File: config.mk
export PLATFORM = sky130hd
export DESIGN_NAME = rapcore
export DESIGN_NICKNAME = d
export VERILOG_FILES = /design/src/rtl/rapcore_pkg.sv /design/src/rtl/rapcore.sv /design/src/rtl/step_generator.sv /design/src/rtl/move_buffer.sv /design/src/rtl/spi_state_machine.sv /design/src/rtl/spi_target.sv
export SDC_FILE = /design/constraint.sdc
export NUM_CORES = 1
export LEC_CHECK = 0
export BUFFER_PORTS_ARGS = -buffer_cell sky130_fd_sc_hd__buf_4
export CAP_MARGIN = 20
export CORE_UTILIZATION = 50
export CTS_CLUSTER_DIAMETER = 30
export DETAILED_ROUTE_END_ITERATION = 7
export PLACE_DENSITY = 0.7
export SETUP_SLACK_MARGIN = 0.15
export SKIP_CTS_REPAIR_TIMING = 1
export SLEW_MARGIN = 15
export SYNTH_ARGS = -nofsm -noshare
export SYNTH_HDL_FRONTEND = slang
export SYNTH_SLANG_ARGS = --single-unit
export TNS_END_PERCENT = 100
File: constraint.sdc
create_clock -name CLK -period 5 [get_ports CLK]
set_input_delay 0.5 -clock CLK [delete_from_list [all_inputs] [get_ports CLK]]
set_output_delay 0.5 -clock CLK [all_outputs]
set_load 0.05 [all_outputs]
File: src/rtl/rapcore_pkg.sv
package rapcore_pkg;

  localparam int word_bits  = 32;
  localparam int max_motors = 8;
  localparam int dur_bits   = 16;  // Width of move_t.duration
  localparam int rate_bits  = 31;  // Rate magnitude below 2^31
  localparam int fill_bits  = 8;
  localparam int op_bits    = 8;

  // Frame opcodes live in header bits 31..24
  typedef enum logic [op_bits-1:0] {
    op_move   = 8'h01,
    op_enable = 8'h0A
  } opcode_t;

  typedef struct packed {
    logic [dur_bits-1:0]                  duration;  // Ticks
    logic [max_motors-1:0][rate_bits-1:0] rate;
    logic [max_motors-1:0]                dir;
  } move_t;

  typedef struct packed {
    logic [max_motors-1:0]                         enable;    // Bits 31..24
    logic [word_bits-max_motors-fill_bits-2:0]     reserved;
    logic                                          active;    // Bit 8
    logic [fill_bits-1:0]                          fill;      // Bits 7..0
  } status_t;

  typedef struct packed {
    logic                 valid;  // One cycle per word
    logic [word_bits-1:0] data;
  } spi_word_t;

endpackage
File: src/rtl/rapcore.sv
`timescale 1ns/10ps

module rapcore import rapcore_pkg::*; #(
  parameter int motor_count        = 2,
  parameter int move_duration_bits = 16,
  parameter int buffer_depth       = 4
) (
  input  logic                   CLK,
  input  logic                   resetn,
  input  logic                   SCK,
  input  logic                   CS,
  input  logic                   COPI,
  output logic                   CIPO,
  input  logic                   HALT,
  output logic                   BUFFER_DTR,
  output logic                   MOVE_DONE,
  output logic [motor_count-1:0] STEPOUTPUT,
  output logic [motor_count-1:0] DIROUTPUT,
  output logic [motor_count-1:0] ENOUTPUT
);

  logic [7:0]           reset_cnt;
  logic                 core_resetn;  // Stretched internal reset
  spi_word_t            rx;
  logic                 frame_start;
  logic                 frame_end;
  status_t              reply;
  logic                 push;
  move_t                push_move;
  move_t                head;
  logic                 empty;
  logic                 full;
  logic [fill_bits-1:0] fill;
  logic                 pop;
  logic                 move_active;

  // Release 255 cycles after resetn goes high
  always_ff @(posedge CLK) begin
    if (!resetn) reset_cnt <= '0;
    else if (!core_resetn) reset_cnt <= reset_cnt + 1'b1;
  end

  assign core_resetn = &reset_cnt;
  assign BUFFER_DTR  = core_resetn & ~full;

  spi_target u_spi (
    .CLK(CLK), .resetn(core_resetn),
    .SCK(SCK), .CS(CS), .COPI(COPI), .CIPO(CIPO),
    .reply(reply), .rx(rx),
    .frame_start(frame_start), .frame_end(frame_end)
  );

  spi_state_machine #(
    .motor_count(motor_count), .move_duration_bits(move_duration_bits)
  ) u_spifsm (
    .CLK(CLK), .resetn(core_resetn), .rx(rx),
    .frame_start(frame_start), .frame_end(frame_end),
    .fill(fill), .move_active(move_active),
    .push(push), .move(push_move), .enable(ENOUTPUT), .reply(reply)
  );

  move_buffer #(.buffer_depth(buffer_depth)) u_buffer (
    .CLK(CLK), .resetn(core_resetn), .flush(HALT),
    .push(push), .move_in(push_move), .pop(pop),
    .head(head), .empty(empty), .full(full), .fill(fill)
  );

  step_generator #(
    .motor_count(motor_count), .move_duration_bits(move_duration_bits)
  ) u_stepgen (
    .CLK(CLK), .resetn(core_resetn), .abort(HALT),
    .empty(empty), .head(head), .pop(pop), .move_active(move_active),
    .step(STEPOUTPUT), .dir(DIROUTPUT), .move_done(MOVE_DONE)
  );

endmodule

File: src/rtl/step_generator.sv
`timescale 1ns/10ps

module step_generator import rapcore_pkg::*; #(
  parameter int motor_count        = 2,
  parameter int move_duration_bits = 16
) (
  input  logic                   CLK,
  input  logic                   resetn,
  input  logic                   abort,
  input  logic                   empty,
  input  move_t                  head,
  output logic                   pop,
  output logic                   move_active,
  output logic [motor_count-1:0] step,
  output logic [motor_count-1:0] dir,
  output logic                   move_done
);

  typedef enum logic [1:0] {
    st_idle,
    st_pop,
    st_run
  } state_t;

  state_t                        state;
  move_t                         cur;         // Move being executed
  logic [move_duration_bits-1:0] ticks_left;
  logic [31:0]                   acc [motor_count];
  logic [32:0]                   sum [motor_count];
  logic [motor_count-1:0]        step_q;
  logic                          done_q;
  logic                          ticking;

  assign ticking     = state == st_run;
  assign pop         = state == st_pop;  // Only entered with a non-empty buffer
  assign move_active = state != st_idle;

  always_comb begin
    for (int i = 0; i < motor_count; i++) begin
      sum[i] = {1'b0, acc[i]} + {2'b0, cur.rate[i]};
    end
  end

  always_ff @(posedge CLK) begin
    if (!resetn || abort) begin
      state      <= st_idle;
      cur        <= '0;
      ticks_left <= '0;
      done_q     <= 1'b0;
    end else begin
      done_q <= 1'b0;
      case (state)
        st_idle: if (!empty) state <= st_pop;
        st_pop: begin
          cur        <= head;
          ticks_left <= head.duration[move_duration_bits-1:0];
          if (head.duration[move_duration_bits-1:0] == '0) begin
            done_q <= 1'b1;  // Zero length completes at once
            state  <= st_idle;
          end else begin
            state <= st_run;
          end
        end
        st_run: begin
          ticks_left <= ticks_left - 1'b1;
          if (ticks_left == move_duration_bits'(1)) begin
            done_q <= 1'b1;  // Lines up with last step pulse
            state  <= st_idle;
          end
        end
        default: state <= st_idle;
      endcase
    end
  end

  // Accumulators carry over between moves
  always_ff @(posedge CLK) begin
    if (!resetn || abort) begin
      step_q <= '0;
      for (int i = 0; i < motor_count; i++) acc[i] <= '0;
    end else begin
      for (int i = 0; i < motor_count; i++) begin
        step_q[i] <= ticking & sum[i][32];  // Carry out is a step
        if (ticking) acc[i] <= sum[i][31:0];
      end
    end
  end

  assign step      = step_q & {motor_count{~abort}};
  assign move_done = done_q & ~abort;
  assign dir       = cur.dir[motor_count-1:0];

endmodule

File: src/rtl/move_buffer.sv
`timescale 1ns/10ps

module move_buffer import rapcore_pkg::*; #(
  parameter int buffer_depth = 4
) (
  input  logic                 CLK,
  input  logic                 resetn,
  input  logic                 flush,
  input  logic                 push,
  input  move_t                move_in,
  input  logic                 pop,
  output move_t                head,
  output logic                 empty,
  output logic                 full,
  output logic [fill_bits-1:0] fill
);

  localparam int ptr_bits = $clog2(buffer_depth);

  move_t                mem [buffer_depth];
  logic [ptr_bits-1:0]  wr_ptr;
  logic [ptr_bits-1:0]  rd_ptr;
  logic [fill_bits-1:0] count;
  logic                 do_push;
  logic                 do_pop;

  assign full    = count == fill_bits'(buffer_depth);
  assign empty   = count == '0;
  assign do_push = push & ~full;  // Push into a full buffer is dropped
  assign do_pop  = pop & ~empty;

  always_ff @(posedge CLK) begin
    if (!resetn || flush) begin
      wr_ptr <= '0;
      rd_ptr <= '0;
      count  <= '0;
    end else begin
      if (do_push) wr_ptr <= wr_ptr + 1'b1;  // Wraps at depth
      if (do_pop) rd_ptr <= rd_ptr + 1'b1;
      count <= count + fill_bits'(do_push) - fill_bits'(do_pop);
    end
  end

  always_ff @(posedge CLK) begin
    if (do_push) mem[wr_ptr] <= move_in;
  end

  assign head = mem[rd_ptr];
  assign fill = count;

endmodule

File: src/rtl/spi_state_machine.sv
`timescale 1ns/10ps

module spi_state_machine import rapcore_pkg::*; #(
  parameter int motor_count        = 2,
  parameter int move_duration_bits = 16
) (
  input  logic                   CLK,
  input  logic                   resetn,
  input  spi_word_t              rx,
  input  logic                   frame_start,
  input  logic                   frame_end,
  input  logic [fill_bits-1:0]   fill,
  input  logic                   move_active,
  output logic                   push,
  output move_t                  move,
  output logic [motor_count-1:0] enable,
  output status_t                reply
);

  localparam int idx_bits = $clog2(max_motors);

  typedef enum logic [1:0] {
    st_idle,
    st_header,
    st_rates,
    st_ignore
  } state_t;

  state_t                state;
  logic [idx_bits-1:0]   word_idx;   // Rate word being collected
  logic [max_motors-1:0] enable_q;
  logic                  push_q;
  move_t                 move_q;

  always_ff @(posedge CLK) begin
    if (!resetn) begin
      state    <= st_idle;
      word_idx <= '0;
      enable_q <= '0;
      push_q   <= 1'b0;
    end else begin
      push_q <= 1'b0;
      if (frame_start) begin
        state <= st_header;
      end else if (frame_end) begin
        state <= st_idle;  // Unfinished move is discarded
      end else if (rx.valid) begin
        case (state)
          st_header: begin
            case (opcode_t'(rx.data[word_bits-1 -: op_bits]))
              op_move: begin
                word_idx <= '0;
                state    <= st_rates;
              end
              op_enable: begin
                enable_q <= max_motors'(rx.data[motor_count-1:0]);
                state    <= st_ignore;
              end
              default: state <= st_ignore;  // Unknown opcode
            endcase
          end
          st_rates: begin
            word_idx <= word_idx + 1'b1;
            if (word_idx == idx_bits'(motor_count - 1)) begin
              push_q <= 1'b1;  // Last rate word
              state  <= st_ignore;
            end
          end
          default: state <= state;
        endcase
      end
    end
  end

  // Record under construction
  always_ff @(posedge CLK) begin
    if (rx.valid && state == st_header) begin
      move_q          <= '0;
      move_q.duration <= dur_bits'(rx.data[move_duration_bits-1:0]);
    end else if (rx.valid && state == st_rates) begin
      move_q.rate[word_idx] <= rx.data[rate_bits-1:0];
      move_q.dir[word_idx]  <= rx.data[word_bits-1];  // Bit 31 is direction
    end
  end

  assign push   = push_q;
  assign move   = move_q;
  assign enable = enable_q[motor_count-1:0];

  always_comb begin
    reply        = '0;
    reply.enable = enable_q;
    reply.active = move_active;
    reply.fill   = fill;
  end

endmodule

File: src/rtl/spi_target.sv
`timescale 1ns/10ps

module spi_target import rapcore_pkg::*; (
  input  logic      CLK,
  input  logic      resetn,
  input  logic      SCK,
  input  logic      CS,
  input  logic      COPI,
  output logic      CIPO,
  input  status_t   reply,
  output spi_word_t rx,
  output logic      frame_start,
  output logic      frame_end
);

  localparam int cnt_bits = $clog2(word_bits);

  logic [2:0]           sck_r;      // Two sync stages plus edge history
  logic [2:0]           cs_r;
  logic [1:0]           copi_r;
  logic                 sck_rise;
  logic                 sck_fall;
  logic [cnt_bits-1:0]  bit_cnt;
  logic [word_bits-1:0] shift_in;
  logic [word_bits-1:0] shift_out;

  always_ff @(posedge CLK) begin
    if (!resetn) begin
      sck_r  <= '0;
      cs_r   <= '1;  // CS idles high
      copi_r <= '0;
    end else begin
      sck_r  <= {sck_r[1:0], SCK};
      cs_r   <= {cs_r[1:0], CS};
      copi_r <= {copi_r[0], COPI};
    end
  end

  assign sck_rise    = sck_r[1] & ~sck_r[2] & ~cs_r[1];
  assign sck_fall    = ~sck_r[1] & sck_r[2] & ~cs_r[1];
  assign frame_start = cs_r[2] & ~cs_r[1];
  assign frame_end   = ~cs_r[2] & cs_r[1];

  always_ff @(posedge CLK) begin
    if (!resetn) begin
      bit_cnt   <= '0;
      shift_in  <= '0;
      shift_out <= '0;
      rx        <= '0;
    end else begin
      rx.valid <= 1'b0;
      if (cs_r[1]) begin
        bit_cnt <= '0;  // Partial word is lost
      end else if (sck_rise) begin
        bit_cnt  <= bit_cnt + 1'b1;
        shift_in <= {shift_in[word_bits-2:0], copi_r[1]};
        if (bit_cnt == cnt_bits'(word_bits - 1)) begin
          rx.valid <= 1'b1;
          rx.data  <= {shift_in[word_bits-2:0], copi_r[1]};
        end
      end
      // Mode 0 so the MSB must sit on CIPO before the first rising edge
      if (frame_start) begin
        shift_out <= reply;
      end else if (sck_fall) begin
        if (bit_cnt == '0) shift_out <= reply;  // Word boundary
        else shift_out <= shift_out << 1;
      end
    end
  end

  assign CIPO = shift_out[word_bits-1];

endmodule

==> results by group, run 1 <==
Yosys
  • Post-synth top area cell: edfxtp_1
  • Flops & latches, synth: 688
  • Synth Area per Inst: 12.2 um2
  • Post-synthesis instance area: 0.0287 mm2
  • Area contributors post-synth: edfxtp_1 42%, dfxtp_1 20%, mux4_2 6.3%
  • Count leader, synth: edfxtp_1
  • Yosys cell types: 75
  • Post-synth EDFFs: 400
  • Area fraction of the dominant cell type after synthesis: 41.9%
  • Ys flop type: edfxtp_1
  • Synth async-reset ratio: 0%
  • Number of synthesis warnings: 0
  • Mapped Cells: 2,345
  • Synth top cells by count: 400 x edfxtp_1, 346 x nand2_1, 288 x dfxtp_1, 210 x a21oi_1, 198 x nor2_1
  • Share of the yosys chip area belonging to registers: 62.0%
  • Post-synthesis net count: 2,446

Global routing
  • Vias in the first global route: 18,508
  • Largest net degree at the start of global routing: 86
  • Tot GR Track Use: 21.6%
  • Initial antenna violation count: 0
  • Grt ovf: 0
  • First-pass GRT wire length: 100 mm

Timing
  • Fmax: 0.305 GHz
  • Worst clock skew: 0.0275 ns
  • RSZ-0062 raised after global routing: false
  • Setup WS post-layout: 1.72 ns
  • Min Tclk post-route: 3.28 ns
  • Tcrit/Tclk final: 65.6%
  • Relative slew slack: 28.2%
  • Final setup fails: 0
  • Setup TNS: 0 ns
  • Slew Viols, Final: 0
  • Number of hold violations in the final report: 0
  • Worst Tran Pin Value: 1.08 ns

Die
  • Starting Density: 50.8%
  • Std cell rows: 87
  • Core box area: 0.0565 mm2
  • Die Height: 242 um
  • # IOs: 15
  • Die ar.: 0.0583 mm2
  • Die X: 242 um

Route
  • WL per Instance: 19.6 um
  • 1st-iter DRT viols: 1,492
  • Via Count: 18,488
  • Routed vias/inst: 5.71
  • First-pass iteration count of the detailed router: 5
  • Antenna-violating nets left: 0
  • DRC errors left: 0
  • Final wirelength: 63.4 mm

Min path
  • Type of the tightest min-delay check: primary input to flop
  • Worst hold path startpoint: CS

Outcome
  • Status: completed

Pwr
  • Worst vdd ir: 0.288 mV
  • Final Power: 14.0 mW
  • P_leak: 11.9 nW
  • Power Density: 418 mW/mm2

Finish
  • Share of cells above drive strength 1: 14.1%
  • P&R area growth vs syn: 17.0%
  • Fill cells: 4,264
  • Design Area, Final: 0.0336 mm2
  • Area of the multi-input gates: 0.0102 mm2
  • Nets: 2,473
  • Sequential cell area: 0.0178 mm2
  • Antenna cells: 0

Critical path
  • Crit-path leading delay family: simple AND/OR/NAND/NOR gates
  • Data arrival, critical path: 3.77 ns
  • Max incr delay on CP: 0.75 ns
  • Critical Path Source Type: flop
  • Kind of critical path: flop to flop
  • Critical path origin: reset_cnt[0]
  • CP max stage cell: nand2_2
  • Crit. End Element: flop
  • Worst r2r src: reset_cnt[0]
  • CP bufs+invs: 0
  • Crit path max fanout: 40
  • Critical path, cell by cell: ha_1 -> nand2_1 -> nor2_1 -> nand3_4 -> nor2_2 -> nand2_2 -> a21o_1 -> a41oi_1 -> a2bb2oi_1
  • CP required: 5.49 ns

Run
  • Max_cap viols: 0

Clocking
  • CTS tree: yes
  • Worst-skew pair later-pin latency: 0.66 ns
  • H-tree levels: 3
  • CTS max path bufs: 3
  • Sinks on the clock net: 688
  • Worst-path clk slew: 0.05 ns
  • Cts bufs inserted: 120
  • Root Buffer: clkbuf_16

Placed design
  • Post-DP Area: 0.0295 mm2
  • Pre-CTS setup slack: 1.77 ns
  • Gpl congestion: 0.847
  • Post-DP HPWL: 38.4 mm
  • Port bufs: 14
## routing by layer
metal | global-route usage (%) | up-vias | part of all wire, %
met1 | 28.0 | 9230 | 43
met3 | 3.35 | 101 | 5.2
met2 | 37.1 | 514 | 50
met4 | 7.34 | 0 | 1.9
li1 | - | 8643 | -
met5 | 0 | - | 0
## report_power, final
group | switching [mW] | total [mW] | internal (mW)
logic | 0.00626 | 0.0114 | 0.00517
clock network | 2.83 | 8.07 | 5.24
registers | 0.00172 | 5.94 | 5.94
## placed cells by master (no fill, tap or decap), types with 18 or more instances in the layout
master,count
o21ai_0,45
nor3_1,18
edfxtp_1,400
xnor2_1,42
mux2i_1,67
a21oi_1,210
mux4_2,80
clkbuf_1,19
a22oi_1,26
clkinvlp_4,20
xor2_1,28
nor2_1,198
a211oi_1,18
ha_1,91
clkbuf_16,120
nand2_1,344
a21o_1,35
dfxtp_1,286
buf_4,38
nand3_1,26
nand4_1,26
inv_1,48
## cells by family after synthesis
family                   count (synthesis)  synth area share [%]
XOR/XNOR                                70                  2.14
buffers and inverters                  185                  2.59
adder cells (fa/ha/maj)                 95                  4.22
flip-flops                             688                  62.0
AO/OA/AOI/OAI                          441                  9.49
AND/OR/NAND/NOR                        717                  10.9
multiplexers                           149                  8.70
## flip-flops by register name, summed over array words and instances (netlist names), 3 cells and up, named ones only
register and cells:
u_spi.cs_r 3, u_spi.bit_cnt 5, u_spifsm.move 80, u_spi.shift_in 31, u_stepgen.acc 64, u_stepgen.ticks_left 16
reset_cnt 8, u_stepgen.cur 62, u_spifsm.word_idx 3, u_buffer.mem 320, u_buffer.fill 8, u_spi.rx 33
u_spi.shift_out 32, u_spi.sck_r 3
## area by class of cell
class	count	share of cell area (%)
repair buffers	41	0.969
clock inverters	84	2.77
flip-flops and latches	688	53.0
clock buffers	145	9.41
multi-input cells	1472	30.5
well taps	756	2.82
inverters	49	0.548
## final timing paths
path                          endpoint  slack (ns)  depth (start not counted)
hold / removal           u_spi.cs_r[0]        0.03                          2
setup / recovery  u_stepgen.acc[0][60]        1.72                          9
setup reg to reg  u_stepgen.acc[0][60]        1.72                          9
hold reg to reg          u_spi.cs_r[1]        0.40                          1
## through the flow
step / instances / util (%) / hold slack (ns)
5_1_grt: 3235 / 59.4 / 0.0129
3_5_place_dp: 3005 / 52.1 / 0.393
2_1_floorplan: 2345 / - / 0.386
3_3_place_gp: 3004 / 52.1 / 0.395
4_1_cts: 3234 / 59.4 / 0.000906
6_report: 3235 / 59.4 / 0.0264
## worst register-to-register path: stages, from the launching register on
cell       delay, ns
dfxtp_1         0.36
ha_1            0.22
nand2_1         0.09
nor2_1          0.25
nand3_4         0.12
nor2_2          0.57
nand2_2         0.76
a21o_1          0.40
a41oi_1         0.16
a2bb2oi_1       0.19
Note: power is estimated with default switching activity, not from simulation.
==> run 2: changes to the inputs <==
Settings changed: PLACE_DENSITY 0.7 to 0.73.
Clock period 5 ns to 2.7 ns, I/O delays scaled along.
==> run 2 against run 1 <==
The flow now finishes with violations (setup timing). Clock skew rose by 0.0084 ns. Clock power up 78%. Via count increased by 1.7%. Register-to-register slack got worse by 1.7 ns. Sequential share of layout area decreased by 1.7 points. Power grew 81%. Non-clock buffer count rose by 85. Sequential cell count did not move.
==> results by group, run 2 (synthesized netlist as in run 1, its figures left out) <==
Route
  • Met2 wire len: 32.7 mm
  • Antenna-violating nets left: 0
  • Uppermost layer routed: met4
  • Metal1 wirelength: 27.0 mm
  • DRC errors left: 0
  • WL per Instance: 19.7 um
  • First-pass iteration count of the detailed router: 6
  • Routed vias/inst: 5.69
  • Via Count: 18,795
  • 1st-iter DRT viols: 1,482
  • Final wirelength: 65.3 mm
  • Met3 routed WL: 4.01 mm

Pwr
  • P_leak: 12.3 nW
  • Worst vdd ir: 0.541 mV
  • Power Density: 733 mW/mm2

Finish
  • Max reg flops: 320
  • Sequential cell area: 0.0178 mm2
  • P&R area growth vs syn: 20.9%
  • Area of the multi-input gates: 0.0107 mm2
  • Largest register by flop count: u_buffer.mem
  • Design Area, Final: 0.0347 mm2
  • Share of cells above drive strength 1: 20.7%
  • Non-Filler Instances: 3,305
  • Fin util: 61.4%
  • Fill cells: 4,095
  • Antenna cells: 0
  • Commonest non-fill, non-tap cell in the layout: edfxtp_1
  • Commonest non-fill, non-tap cells in the layout: 400 x edfxtp_1, 342 x nand2_1, 282 x dfxtp_1
  • Nets: 2,550

Clocking
  • CTS max path bufs: 3
  • Cts bufs inserted: 112
  • H-tree levels: 3
  • Worst-skew pair later-pin latency: 0.66 ns
  • Sinks on the clock net: 688
  • CTS tree: yes
  • Worst-path clk slew: 0.05 ns
  • Root Buffer: clkbuf_16

Die
  • Starting Density: 50.8%
  • Std cell rows: 87
  • Die Height: 242 um
  • Die ar.: 0.0583 mm2
  • Core box area: 0.0565 mm2
  • Die X: 242 um
  • # IOs: 15

Outcome
  • Status: complete, but fails checks
  • Failing checks: setup timing

Critical path
  • Worst r2r src: u_stepgen.acc[0][32]
  • Depth of the most critical reg-to-reg path: 10
  • R2r setup slk: -0.02 ns
  • CP Capture Point: u_stepgen.acc[0][62]
  • CP required: 3.08 ns
  • Data arrival, critical path: 3.10 ns
  • Critical Path Source Type: flop
  • Kind of critical path: flop to flop
  • Crit path max fanout: 3
  • Crit. End Element: flop
  • Reg2reg end: u_stepgen.acc[0][62]
  • Critical path origin: u_stepgen.acc[0][32]

Timing
  • Final setup fails: 1
  • Tcrit/Tclk final: 101%
  • Min Tclk post-route: 2.72 ns
  • Slew Viols, Final: 0
  • Number of hold violations in the final report: 0
  • Worst Tran Pin Value: 0.969 ns
  • Hold Slack: 0.333 ns
  • Relative slew slack: 35.4%
  • RSZ-0062 raised after global routing: true
  • Fmax: 0.367 GHz
  • Setup WS post-layout: -0.0242 ns
  • Worst clock skew: 0.0359 ns

Global routing
  • Vias in the first global route: 18,642
  • Grt ovf: 0
  • Initial antenna violation count: 0
  • Tot GR Track Use: 21.9%
  • Largest net degree at the start of global routing: 81
  • First-pass GRT wire length: 101 mm

Placed design
  • Placed cells: 3,065
  • Port bufs: 14
  • Post-DP HPWL: 39.6 mm
  • Post-DP Area: 0.0301 mm2
  • Gpl congestion: 0.887

Run
  • Max_cap viols: 0

Min path
  • Type of the tightest min-delay check: primary input to flop
  • Cells on Worst Hold Path: 3
run 2: metal layers:
layer | up-vias | track usage, %
li1 | 8803 | -
met1 | 9244 | 28.3
met2 | 639 | 37.1
met3 | 109 | 3.71
met4 | 0 | 7.70
met5 | - | 0
run 2: critical path: stages (launching register included):
cell and delay (ns):
edfxtp_1 0.36, ha_2 0.20, fa_2 0.38, a21oi_2 0.17
o22ai_2 0.11, a221oi_2 0.31, a211oi_2 0.16, a211oi_2 0.38
o31a_1 0.18, xor2_1 0.14, nor2_1 0.06
run 2: metrics by stage:
| stage | setup slack (ns) | TNS (ns) | total power, mW |
|---|---|---|---|
| after global placement | -0.163 | -0.675 | 11.2 |
| after detailed placement | -0.154 | -1.05 | 11.2 |
| after global routing | -0.186 | -0.776 | 26.1 |
| after CTS | -0.182 | -1.36 | 25.6 |
| after floorplan | 0.0873 | 0 | 11.2 |
| final | -0.0242 | -0.0242 | 25.4 |
run 2: worst min path at each step:
stage | startpoint | to | slack, ns
CTS | CS | u_spi.cs_r[0] | -0.23
floorplan | CS | u_spi.cs_r[0] | 0.37
detailed placement | u_spi.cs_r[0] | u_spi.cs_r[1] | 0.40
global route | HALT | u_stepgen.state[0] | 0.33
finish | CS | u_spi.cs_r[0] | 0.33
global placement | u_spi.cs_r[0] | u_spi.cs_r[1] | 0.40
run 2: area by class of cell:
type                            count  share of cell area, %
Timing Repair Buffer              126                   3.31
Clock buffer                      127                   8.59
Multi-Input combinational cell   1472                   30.9
Tap cell                          756                   2.73
Clock inverter                     87                   2.64
Inverter                           49                  0.537
Sequential cell                   688                   51.3
run 2: where the power goes:
group / switching [mW] / leakage [nW] / internal [mW]
logic: 0.0123 / 3.88 / 0.0133
clock network: 5.47 / 1.90 / 8.94
registers: 0.00332 / 6.56 / 11.0
==> run 3: changes to the inputs <==
Settings changed: CORE_UTILIZATION 50 to 29, PLACE_DENSITY 0.73 to 0.49.
==> run 3 against run 2 <==
The flow still finishes with violations (setup timing). Power increased by 17%. Sequential cell count did not move. Utilization shrank 24 points. Critical path type unchanged. Critical endpoint unchanged. Largest cell class unchanged.
==> results by group, run 3 (synthesized netlist as in run 1, its figures left out) <==
Placed design
  • Post-DP HPWL: 44.2 mm
  • Post-DP Area: 0.0308 mm2
  • Port bufs: 14
  • Placed cells: 3,607
  • Gpl congestion: 0.806

Critical path
  • R2r setup slk: -0.04 ns
  • Worst r2r src: u_stepgen.acc[0][32]
  • Critical path, cell by cell: ha_2 -> fa_2 -> a21oi_4 -> o22ai_4 -> a221oi_4 -> a211oi_2 -> a211oi_2 -> buf_4 -> o31a_1 -> xor2_1 -> nor2_1
  • Depth of the most critical reg-to-reg path: 11
  • CP required: 3.14 ns
  • CP bufs+invs: 1
  • Data arrival, critical path: 3.18 ns
  • Kind of critical path: flop to flop
  • Crit path top cell by count: a211oi_2
  • Max incr delay on CP: 0.40 ns
  • Reg2reg end: u_stepgen.acc[0][62]
  • CP max stage cell: fa_2
  • Crit. End Element: flop
  • Critical Path Source Type: flop
  • Crit path max fanout: 3
  • Crit-path leading delay family: compound AO/OA/AOI/OAI gates

Timing
  • Relative slew slack: 40.7%
  • Min Tclk post-route: 2.74 ns
  • Worst Tran Pin Value: 0.890 ns
  • Number of hold violations in the final report: 0
  • Slew Viols, Final: 0
  • Worst clock skew: 0.0224 ns
  • Tcrit/Tclk final: 102%
  • RSZ-0062 raised after global routing: true
  • Setup WS post-layout: -0.0430 ns
  • Final setup fails: 1
  • Fmax: 0.365 GHz

Die
  • Starting Density: 29.2%
  • Die ar.: 0.100 mm2
  • Die Height: 317 um
  • # IOs: 15
  • Std cell rows: 115
  • Die X: 317 um
  • Core box area: 0.0981 mm2

Route
  • WL per Instance: 17.9 um
  • Antenna-violating nets left: 0
  • DRC errors left: 0
  • Final wirelength: 70.1 mm
  • First-pass iteration count of the detailed router: 5
  • 1st-iter DRT viols: 1,089
  • Routed vias/inst: 4.75
  • Via Count: 18,592

Clocking
  • Worst-path clk slew: 0.05 ns
  • CTS tree: yes
  • Root Buffer: clkbuf_16
  • CTS max path bufs: 3
  • Cts bufs inserted: 154
  • H-tree levels: 4
  • Worst-skew pair later-pin latency: 0.72 ns
  • Sinks on the clock net: 688

Finish
  • Largest register by flop count: u_buffer.mem
  • Commonest non-fill, non-tap cells in the layout: 400 x edfxtp_1, 343 x nand2_1, 281 x dfxtp_1
  • Antenna cells: 0
  • Nets: 2,595
  • Max reg flops: 320
  • P&R area growth vs syn: 28.0%
  • Commonest non-fill, non-tap cell in the layout: edfxtp_1
  • Share of cells above drive strength 1: 21.9%
  • Design Area, Final: 0.0367 mm2
  • Non-Filler Instances: 3,912

Global routing
  • First-pass GRT wire length: 109 mm
  • Grt ovf: 0
  • Largest net degree at the start of global routing: 85
  • Vias in the first global route: 18,974
  • Tot GR Track Use: 14.1%
  • Initial antenna violation count: 1

Pwr
  • Worst vdd ir: 0.562 mV
  • Power Density: 808 mW/mm2
  • P_leak: 13.0 nW

Min path
  • Type of the tightest min-delay check: primary input to flop
  • Worst hold path startpoint: HALT
  • Worst Hold End: u_stepgen.state[0]
  • Cells on Worst Hold Path: 4

Outcome
  • Failing checks: setup timing
  • Status: complete, but fails checks

Run
  • Max_cap viols: 0
[run 3: cell types whose count changed in the layout (fill, tap and decap cells not counted), sizes merged]
cell,delta
clkbuf,+58
inv,-27
clkinvlp,+9
buf,+3
clkinv,+25
bufinv,+8
[run 3: cell type report]
type,instances,area [um2]
Timing Repair Buffer,129,1140
Sequential cell,688,17800
Inverter,49,186
Fill cell,9402,61400
Clock buffer,185,4150
Multi-Input combinational cell,1472,10700
Clock inverter,102,1160
Tap cell,1287,1610
[run 3: worst min-delay path, cell delays in order]
cell and delay (ns):
buf_4 0.19, nor2_2 0.08, buf_4 0.19, o221a_2 0.13
[run 3: worst max-delay path by stage]
| stage | from | to | depth (start not counted) |
|---|---|---|---|
| final | u_stepgen.acc[0][32] | u_stepgen.acc[0][62] | 11 |
| after global routing | u_stepgen.acc[0][32] | u_stepgen.acc[0][62] | 11 |
| after global placement | u_stepgen.acc[0][32] | u_stepgen.acc[0][62] | 10 |
| after floorplan | u_buffer.fill[4] | u_buffer.mem[0][0] | 6 |
| after detailed placement | u_stepgen.acc[0][32] | u_stepgen.acc[0][62] | 10 |
| after CTS | u_stepgen.acc[0][32] | u_stepgen.acc[0][62] | 10 |
[run 3: metal layers]
layer / wire length, um / vias up / part of all wire (%) / global-route usage (%)
li1: - / 8923 / - / -
met1: 32000 / 9227 / 46 / 18.3
met2: 33900 / 320 / 48 / 23.2
met3: 2590 / 122 / 3.7 / 2.95
met4: 1550 / 0 / 2.2 / 5.16
met5: 0 / - / 0 / 0
[run 3: stage by stage]
step	power (mW)	worst slack (ns)	utilization, %	TNS, ns	hold slack (ns)
floorplan	11.2	0.0873	-	0	0.371
global placement	11.2	-0.168	31.4	-1.22	0.417
detailed placement	11.2	-0.240	31.4	-1.58	0.427
CTS	30.0	-0.263	36.8	-2.07	-0.308
global route	30.6	-0.166	37.4	-0.970	0.213
finish	29.7	-0.0430	37.4	-0.0430	0.210
[run 3: report_power, final]
part / switching, mW / total (mW) / internal [mW]
registers: 0.00314 / 11.0 / 11.0
logic: 0.00991 / 0.0233 / 0.0134
clock network: 6.09 / 18.6 / 12.5
total: 6.10 / 29.7 / 23.6
